### config.mk
export PLATFORM = sky130hd
export DESIGN_NAME = erx_top
export DESIGN_NICKNAME = d
export VERILOG_FILES = /design/src/erx_pkg.sv /design/src/erx_framer.sv /design/src/erx_unpack.sv /design/src/erx_queue.sv /design/src/erx_arbiter.sv /design/src/erx_top.sv
export SDC_FILE = /design/constraint.sdc
export NUM_CORES = 2
export LEC_CHECK = 0
export BUFFER_PORTS_ARGS = -buffer_cell sky130_fd_sc_hd__buf_2
export CORE_AREA = 2 2 554 556
export CTS_BUF_LIST = sky130_fd_sc_hd__clkbuf_8
export DETAILED_ROUTE_END_ITERATION = 16
export DIE_AREA = 0 0 556 558
export PLACE_DENSITY = 0.38
export SLEW_MARGIN = 20
export SYNTH_ARGS = -nofsm -noshare
export SYNTH_HDL_FRONTEND = slang
export SYNTH_HIERARCHICAL = 1
export SYNTH_SLANG_ARGS = --single-unit
### constraint.sdc
create_clock -name rx_lclk -period 19.4 [get_ports rx_lclk]
set_input_delay 1.94 -clock rx_lclk [delete_from_list [all_inputs] [get_ports rx_lclk]]
set_output_delay 1.94 -clock rx_lclk [all_outputs]
set_load 0.01 [all_outputs]
### src/erx_pkg.sv
//##########################################################################
// shared types of the receive path
// mesh packet width, the 104-bit mesh packet struct,
// and the arbiter priority enum
//##########################################################################

`default_nettype none

package erx_pkg;

   // width of one mesh packet on every internal bus
   localparam int packet_width = 104;

   //##########################################################################
   // mesh packet, msb first
   //##########################################################################
   typedef struct packed {
      logic [31:0] srcaddr;    // return address for reads
      logic [31:0] data;       // write data or read payload
      logic [31:0] dstaddr;    // target address
      logic [3:0]  ctrlmode;   // routing and special modes
      logic [1:0]  datamode;   // 8/16/32/64 bit access size
      logic        write;      // 1 = write, 0 = read request
      logic        access;     // transaction marker
   } emesh_packet_t;

   // queue that is served first when both hold packets
   typedef enum logic {
      sel_wr = 1'b0,           // write queue first
      sel_rd = 1'b1            // read queue first
   } arb_sel_e;

endpackage

`default_nettype wire

### src/erx_framer.sv
//##########################################################################
// receive framer
// one-hot word pointer with burst wrap, 112-bit sample register,
// access pulse and burst detection
//##########################################################################

`timescale 1ns/1ps
`default_nettype none

module erx_framer (
   input  wire          rx_lclk,        // link clock
   input  wire          erx_io_reset,   // async, active high
   input  wire  [15:0]  rx_word,        // one word per cycle from the samplers
   input  wire          rx_frame,       // frame level
   output logic [111:0] sample,         // seven gathered words
   output logic         sample_access,  // sample complete
   output logic         sample_burst    // this sample continues a burst
);

   logic [6:0] ptr;   // one-hot slot of the next word

   //##########################################################################
   // write pointer
   //##########################################################################
   always_ff @(posedge rx_lclk or posedge erx_io_reset)
   begin
      if (erx_io_reset)
         ptr <= 7'b0000001;
      else if (!rx_frame)
         ptr <= 7'b0000001;              // idle, wait for header word
      else if (ptr[6])
         ptr <= 7'b0001000;              // expect burst, keep words 0..2
      else
         ptr <= {ptr[5:0], 1'b0};        // next word of the frame
   end

   // word k lands in bits 16k+15..16k
   always_ff @(posedge rx_lclk)
   begin
      for (int k = 0; k < 7; k++)
      begin
         if (rx_frame && ptr[k])
            sample[16*k +: 16] <= rx_word;
      end
   end

   //##########################################################################
   // access and burst
   //##########################################################################
   always_ff @(posedge rx_lclk or posedge erx_io_reset)
   begin
      if (erx_io_reset)
         sample_access <= 1'b0;
      else
         sample_access <= ptr[6] & rx_frame;   // last word just stored
   end

   // frame still high in the access cycle means another packet follows
   always_ff @(posedge rx_lclk or posedge erx_io_reset)
   begin
      if (erx_io_reset)
         sample_burst <= 1'b0;
      else if (!rx_frame)
         sample_burst <= 1'b0;            // burst over
      else if (sample_access)
         sample_burst <= 1'b1;
   end

   // pointer must never lose or duplicate its token
   a_ptr_onehot : assert property (@(posedge rx_lclk) disable iff (erx_io_reset)
      $onehot(ptr))
      else $error("framer pointer not one-hot: ptr=%h", ptr);

endmodule

`default_nettype wire

### src/erx_unpack.sv
//##########################################################################
// packet unpacker
// reorders the 112-bit sample into a mesh packet
// and steers it to the write or read queue
//##########################################################################

`timescale 1ns/1ps
`default_nettype none

module erx_unpack (
   input  wire                    rx_lclk,
   input  wire                    erx_io_reset,
   input  wire  [111:0]           sample,
   input  wire                    sample_access,
   input  wire                    sample_burst,
   output erx_pkg::emesh_packet_t pkt,        // registered packet
   output logic                   pkt_burst,  // burst flag of pkt
   output logic                   wr_push,    // pkt goes to write queue
   output logic                   rd_push     // pkt goes to read queue
);

   erx_pkg::emesh_packet_t pkt_next;   // field map of the current sample

   // byte shuffle from link order into packet fields
   always_comb
   begin
      pkt_next.access   = sample[40];
      pkt_next.write    = sample[41];
      pkt_next.datamode = sample[43:42];
      pkt_next.ctrlmode = sample[15:12];
      pkt_next.dstaddr  = {sample[11:8], sample[23:16], sample[31:24],
                           sample[39:32], sample[47:44]};
      pkt_next.data     = {sample[55:48], sample[63:56],
                           sample[71:64], sample[79:72]};
      pkt_next.srcaddr  = {sample[87:80], sample[95:88],
                           sample[103:96], sample[111:104]};
   end

   always_ff @(posedge rx_lclk)
   begin
      if (sample_access)
      begin
         pkt       <= pkt_next;
         pkt_burst <= sample_burst;     // burst lags one packet behind frame
      end
   end

   // steer by write bit so the push lines up with the new pkt
   always_ff @(posedge rx_lclk or posedge erx_io_reset)
   begin
      if (erx_io_reset)
      begin
         wr_push <= 1'b0;
         rd_push <= 1'b0;
      end
      else
      begin
         wr_push <= sample_access &  pkt_next.write;
         rd_push <= sample_access & ~pkt_next.write;
      end
   end

   a_push_excl : assert property (@(posedge rx_lclk) disable iff (erx_io_reset)
      !(wr_push && rd_push))
      else $error("both pushes high: wr_push=%b rd_push=%b", wr_push, rd_push);

endmodule

`default_nettype wire

### src/erx_queue.sv
//##########################################################################
// packet queue
// circular buffer of mesh packets with burst flags,
// occupancy count and nearly-full wait level
//##########################################################################

`timescale 1ns/1ps
`default_nettype none

module erx_queue #(
   parameter int queue_depth = 8          // power of two, 4 or more
) (
   input  wire                    rx_lclk,
   input  wire                    erx_io_reset,
   input  wire                    push,
   input  erx_pkg::emesh_packet_t push_pkt,
   input  wire                    push_burst,
   input  wire                    pop,
   output erx_pkg::emesh_packet_t head_pkt,    // oldest entry
   output logic                   head_burst,
   output logic                   not_empty,
   output logic                   q_wait       // nearly full, toward the link
);

   localparam int aw = $clog2(queue_depth);

   logic [erx_pkg::packet_width-1:0] pkt_mem [queue_depth];
   logic [queue_depth-1:0]           burst_mem;
   logic [aw-1:0]                    wr_ptr;    // next free slot
   logic [aw-1:0]                    rd_ptr;    // head slot
   logic [aw:0]                      count;     // occupancy, 0..queue_depth

   //##########################################################################
   // storage
   //##########################################################################
   always_ff @(posedge rx_lclk)
   begin
      if (push)
      begin
         pkt_mem[wr_ptr]   <= push_pkt;
         burst_mem[wr_ptr] <= push_burst;
      end
   end

   // pointers wrap on their own width
   always_ff @(posedge rx_lclk or posedge erx_io_reset)
   begin
      if (erx_io_reset)
      begin
         wr_ptr <= '0;
         rd_ptr <= '0;
         count  <= '0;
      end
      else
      begin
         if (push)
            wr_ptr <= wr_ptr + 1'b1;
         if (pop)
            rd_ptr <= rd_ptr + 1'b1;
         if (push && !pop)
            count <= count + 1'b1;
         else if (pop && !push)
            count <= count - 1'b1;   // push with pop keeps count
      end
   end

   assign head_pkt   = erx_pkg::emesh_packet_t'(pkt_mem[rd_ptr]);
   assign head_burst = burst_mem[rd_ptr];
   assign not_empty  = (count != '0);
   assign q_wait     = (count >= queue_depth - 2);   // two slots of slack

   // link sender must honour wait, arbiter must check not_empty
   a_no_overflow : assert property (@(posedge rx_lclk) disable iff (erx_io_reset)
      push |-> (count != queue_depth))
      else $error("push into full queue: count=%h", count);

   a_no_underflow : assert property (@(posedge rx_lclk) disable iff (erx_io_reset)
      pop |-> (count != '0))
      else $error("pop from empty queue: count=%h", count);

endmodule

`default_nettype wire

### src/erx_arbiter.sv
//##########################################################################
// mesh output arbiter
// alternating priority between write and read queue,
// combinational pops and registered mesh outputs
//##########################################################################

`timescale 1ns/1ps
`default_nettype none

module erx_arbiter (
   input  wire                    rx_lclk,
   input  wire                    erx_io_reset,
   input  erx_pkg::emesh_packet_t wr_pkt,
   input  wire                    wr_burst,
   input  wire                    wr_not_empty,
   input  erx_pkg::emesh_packet_t rd_pkt,
   input  wire                    rd_burst,
   input  wire                    rd_not_empty,
   input  wire                    mesh_wait,     // mesh cannot take a packet
   output logic                   wr_pop,
   output logic                   rd_pop,
   output logic                   mesh_access,
   output erx_pkg::emesh_packet_t mesh_packet,
   output logic                   mesh_burst
);

   erx_pkg::arb_sel_e pri;   // class served first on a tie

   // grant, priority class wins only if the other one is also waiting
   always_comb
   begin
      wr_pop = 1'b0;
      rd_pop = 1'b0;
      if (!mesh_wait)
      begin
         if (wr_not_empty && (pri == erx_pkg::sel_wr || !rd_not_empty))
            wr_pop = 1'b1;
         else if (rd_not_empty)
            rd_pop = 1'b1;
      end
   end

   always_ff @(posedge rx_lclk or posedge erx_io_reset)
   begin
      if (erx_io_reset)
      begin
         pri         <= erx_pkg::sel_wr;
         mesh_access <= 1'b0;
      end
      else
      begin
         if (wr_pop)
            pri <= erx_pkg::sel_rd;     // other side next time
         else if (rd_pop)
            pri <= erx_pkg::sel_wr;
         mesh_access <= wr_pop | rd_pop;
      end
   end

   // payload only moves on a grant
   always_ff @(posedge rx_lclk)
   begin
      if (wr_pop)
      begin
         mesh_packet <= wr_pkt;
         mesh_burst  <= wr_burst;
      end
      else if (rd_pop)
      begin
         mesh_packet <= rd_pkt;
         mesh_burst  <= rd_burst;
      end
   end

   a_pop_excl : assert property (@(posedge rx_lclk) disable iff (erx_io_reset)
      !(wr_pop && rd_pop))
      else $error("both pops high: wr_pop=%b rd_pop=%b", wr_pop, rd_pop);

   // a waiting read is never passed over twice
   a_alt_rd : assert property (@(posedge rx_lclk) disable iff (erx_io_reset)
      (wr_pop && rd_not_empty) |=> !wr_pop)
      else $error("write served twice while read waits");

   a_alt_wr : assert property (@(posedge rx_lclk) disable iff (erx_io_reset)
      (rd_pop && wr_not_empty) |=> !rd_pop)
      else $error("read served twice while write waits");

endmodule

`default_nettype wire

### src/erx_top.sv
//##########################################################################
// receive subsystem top
// framer, unpacker, write and read queues, mesh arbiter
//##########################################################################

`timescale 1ns/1ps
`default_nettype none

module erx_top #(
   parameter int queue_depth = 8          // entries per queue
) (
   input  wire                    rx_lclk,
   input  wire                    erx_io_reset,
   input  wire  [15:0]            rx_word,
   input  wire                    rx_frame,
   input  wire                    mesh_wait,
   output logic                   mesh_access,
   output erx_pkg::emesh_packet_t mesh_packet,
   output logic                   mesh_burst,
   output logic                   wr_wait,       // write queue nearly full
   output logic                   rd_wait        // read queue nearly full
);

   logic [111:0]           sample;
   logic                   sample_access;
   logic                   sample_burst;
   erx_pkg::emesh_packet_t pkt;
   logic                   pkt_burst;
   logic                   wr_push, rd_push;
   erx_pkg::emesh_packet_t wr_head, rd_head;
   logic                   wr_head_burst, rd_head_burst;
   logic                   wr_not_empty, rd_not_empty;
   logic                   wr_pop, rd_pop;

   // struct layout must match the mesh bus width
   if ($bits(erx_pkg::emesh_packet_t) != erx_pkg::packet_width)
   begin : g_width_check
      $error("emesh_packet_t is %0d bits", $bits(erx_pkg::emesh_packet_t));
   end

   erx_framer u_framer (.rx_lclk, .erx_io_reset, .rx_word, .rx_frame,
                        .sample, .sample_access, .sample_burst);

   erx_unpack u_unpack (.rx_lclk, .erx_io_reset, .sample, .sample_access,
                        .sample_burst, .pkt, .pkt_burst, .wr_push, .rd_push);

   erx_queue #(.queue_depth(queue_depth)) wr_q (
      .rx_lclk, .erx_io_reset, .push(wr_push), .push_pkt(pkt),
      .push_burst(pkt_burst), .pop(wr_pop), .head_pkt(wr_head),
      .head_burst(wr_head_burst), .not_empty(wr_not_empty), .q_wait(wr_wait));

   erx_queue #(.queue_depth(queue_depth)) rd_q (
      .rx_lclk, .erx_io_reset, .push(rd_push), .push_pkt(pkt),
      .push_burst(pkt_burst), .pop(rd_pop), .head_pkt(rd_head),
      .head_burst(rd_head_burst), .not_empty(rd_not_empty), .q_wait(rd_wait));

   erx_arbiter u_arbiter (
      .rx_lclk, .erx_io_reset,
      .wr_pkt(wr_head), .wr_burst(wr_head_burst), .wr_not_empty,
      .rd_pkt(rd_head), .rd_burst(rd_head_burst), .rd_not_empty,
      .mesh_wait, .wr_pop, .rd_pop, .mesh_access, .mesh_packet, .mesh_burst);

endmodule

`default_nettype wire

# Yosys cells after proc, flatten, opt, wreduce, memory -nomap -nowiden
# Memories as Yosys holds them, arrays and structs flattened.
# Cells that the tools add are included.
# word_totals
ram_bits	1664
register_bits	371
mem_count	2
input_bits	20
# op_classes
n_lt_le_gt_ge	8
mux	33
eq_ne	1
bitwise_logic	6
addsub	8
n_reduce_logical	25
# memory_table
name	depth	width	rd	rd_clocked_by_memory_dff	wr	line	source
rd_q.pkt_mem	8	104	1	0	1	erx_queue.sv:27	logic [erx_pkg::packet_width-1:0] pkt_mem [queue_depth];
wr_q.pkt_mem	8	104	1	0	1	erx_queue.sv:27	
# ops
operator	count
$mux W104	2
$mux W1	19
$bwmux W8	2
$lt A3 B4 Y1 const B	4
$mux W4	4
$logic_and A1 B1 Y1	14
$mux W7	2
$add A3 B1 Y3 const B	4
$add A4 B1 Y4 const B	2
$ge A4 B3 Y1 const B	2
$reduce_bool A4 Y1	2
$sub A4 B1 Y4 const B	2
$bmux W1 S3	2
$demux W1 S3	2
$ge A3 B1 Y1 const B	2
$reduce_bool A2 Y1	3
$logic_not A1 Y1	5
$and A1 B1 Y1	3
$ne A2 B1 Y1 const B	1
$not A1 Y1	2
$logic_or A1 B1 Y1	1
$or A1 B1 Y1	1

# Depth between registers and ports, before layout
# logic_depth
depth_word	9
mapped_depth	14

# By module
# Netlist, hierarchy kept.
# by_module_without_submodules
mod	instances	cells_each	area_per_inst_um2
erx_queue at rd_q	1	1275	32138.3
erx_queue at wr_q	1	1275	32134.6
erx_arbiter	1	235	4682.0
erx_framer	1	138	3721.1
erx_unpack	1	110	3223.1

# Least setup slack after synthesis
# OpenSTA, ideal clock, no wires.
# synth_path
path_type	register to register
startpoint	register, netlist name rd_q/wr_ptr[0]
endpoint	register rd_q.burst_mem[0] (enable)
setup_slack_ns	11.012
required_ns	18.703
setup_time_ns	0.697
synth_period_minus_slack_ns	8.388
arrival_time_ns	7.691
stages_incl_launch_ff	3
cell_sequence	dfrtp_1 nand2b_1 nor3_1
# synth_lines
item	line	source
end signal: indexed assignment	erx_queue.sv:41	burst_mem[wr_ptr] <= push_burst;
end: declaration	erx_queue.sv:28	logic [queue_depth-1:0] burst_mem;

==> out/metrics.yaml <==
worst_setup_path:
  cp_max_fo: 40
  crit_path_end: "u_arbiter/mesh_packet[58]"
  r2r_end: "u_arbiter/mesh_packet[58]"
  startpoint: "rd_q/rd_ptr[0]"
  crit_arrival_ps: 4810
  start_kind: "register"
  cp.required_ps: 20080
  rr_startpoint: "rd_q/rd_ptr[0]"
  endpoint_kind: "register"
  path_class: "reg -> reg"
  r2r_setup_slack_ps: 15270
  r2r_cells: 5
yosys:
  netlist_instances: 3025
  synth_nets: 3057
  synth_area_per_cell_um2: 25.0
  syn_area_mm2: 0.0757
  yosysWarnings: 6
pwr:
  power-per-cell-area_mw_per_mm2: 132
  ir_drop_mv: 0.112
  p_leak_nw: 27.5
clock_network:
  clockBufferDepth: 4
  root_buffer: "clkbuf_8"
  cts_hold_buf: 0
  post_cts.repair.setup_buffers: 0
  clk_latency_ps: 970
  cts_buffers: 351
  cts.sink_count: 2027
  htreeDepth: 5
  cts_tree: "built"
  clkTransAtPathRegs_ps: 60
  cts_resized: 0
drt:
  remaining_drc_errors: 0
  num_vias: 33300
  wl_um: 211000
  first_pass_iters: 7
  ant_nets: 0
  wl_per_cell_um: 27.3
  viasPerCell: 4.31
  drtIter0Drc: 2324
die:
  core_mm2: 0.305
  die_width_um: 556
  io_pins: 128
  start_util_pct: 24.8
  die_area_mm2: 0.310
  row_count: 203
  die_y_um: 558
global_routing:
  grt_max_degree: 125
  grt_overflow: 0
  grt_pass1_vias: 36300
  antenna_found_initial: 23
  grt_pass1_wl_um: 291000
  track_usage_pct: 13.5
timing:
  setup_ws_ps: 15270
  hold_viol_final: 0
  relSlewSlack_pct: 26.6
  setup_violations: 0
  rsz0062_at_grt: "no"
  clock_skew_ps: 62.9
  finalCritPeriodShare_pct: 21.3
  drv_slew: 0
  tns_ps: 0
  period_needed_ps: 4130
  max_freq_mhz: 242
  worstMarginPinSlew_ps: 1100
run:
  maxCapViolations: 0
placed_design:
  hpwl_um: 99900
  place_congestion: 0.672
  pre_cts_slack_ps: 14650
  place_area_mm2: 0.0812
  place_inst: 7083
  io_buffers: 127
final_layout:
  nFillCells: 29600
  area_growth_pct: 16.0
  stdcell_count: 7726
  drive_above_1_share_pct: 37.8
  final_nets: 3471
  mostFrequentLayoutCell: "edfxtp_1"
  fin_area_mm2: 0.0878
  layout_common_cells: "1994 x edfxtp_1, 420 x mux4_2, 366 x clkbuf_8"
status:
  status: "completed"
worst_hold_path:
  hold_depth: 0
  hold_path_class: "reg -> reg"
-- power by group --
group	internal (mW)	switching, mW	leakage, nW	total [mW]
Sequential	4.96	0.289	18.4	5.25
Combinational	1.41	1.19	5.40	2.60
Clock	1.95	1.74	3.67	3.70
Total	8.33	3.22	27.5	11.5
-- through the flow --
stage / total power [mW] / hold slack [ps] / util (%)
after floorplan: 7.19 / 400 / -
after global placement: 8.05 / 401 / 26.7
after detailed placement: 8.04 / 405 / 26.7
after CTS: 11.8 / 384 / 28.8
after global routing: 12.1 / 390 / 28.8
final: 11.5 / 381 / 28.8
-- routing by layer --
metal  wire length [um]  track usage, %
met1              95700            18.6
met2             101000            22.0
met3               9680            2.23
met4               4100            3.52
met5                 10               0
-- critical path: stages (launching register included) --
cell     delay, ps
dfrtp_4        860
buf_4          840
buf_4          870
mux4_2         600
mux2_2         290
mux2_2         260
-- worst min-delay path by stage --
stage / to / startpoint / slack [ps]
CTS: u_unpack/pkt[45] / u_framer/sample[77] / 380
floorplan: u_unpack/pkt[0] / u_framer/sample[40] / 400
detailed placement: u_unpack/pkt[31] / u_framer/sample[19] / 400
global route: u_unpack/pkt[70] / u_framer/sample[54] / 390
finish: u_unpack/pkt[45] / u_framer/sample[77] / 380
global placement: u_unpack/pkt[28] / u_framer/sample[16] / 400
-- layout make-up --
type                            count  area (um^2)  share of cell area, %
Antenna cell                       29         72.6                 0.0827
Clock buffer                      366         5040                   5.74
Clock inverter                    248         1470                   1.67
Inverter                           12         45.0                 0.0513
Multi-Input combinational cell    853        14100                   16.1
Sequential cell                  2027        60700                   69.2
Tap cell                         3997         5000                   5.70
Timing Repair Buffer              194         1260                   1.44
-- sequential cells by signal, indices dropped and copies added, names as in the netlist --
name / cells
rd_q/pkt_mem: 832
wr_q/pkt_mem: 832
u_arbiter/mesh_packet: 104
u_framer/sample: 104
u_unpack/pkt: 104
rd_q/burst_mem: 8
wr_q/burst_mem: 8
u_framer/ptr: 7
rd_q/count: 4
wr_q/count: 4
rd_q/rd_ptr: 3
rd_q/wr_ptr: 3
wr_q/rd_ptr: 3
wr_q/wr_ptr: 3
u_arbiter/mesh_access: 1
u_arbiter/mesh_burst: 1
u_arbiter/pri: 1
u_framer/sample_access: 1
u_framer/sample_burst: 1
u_unpack/pkt_burst: 1
u_unpack/rd_push: 1
u_unpack/wr_push: 1
Note: power is estimated with default switching activity, not from simulation.
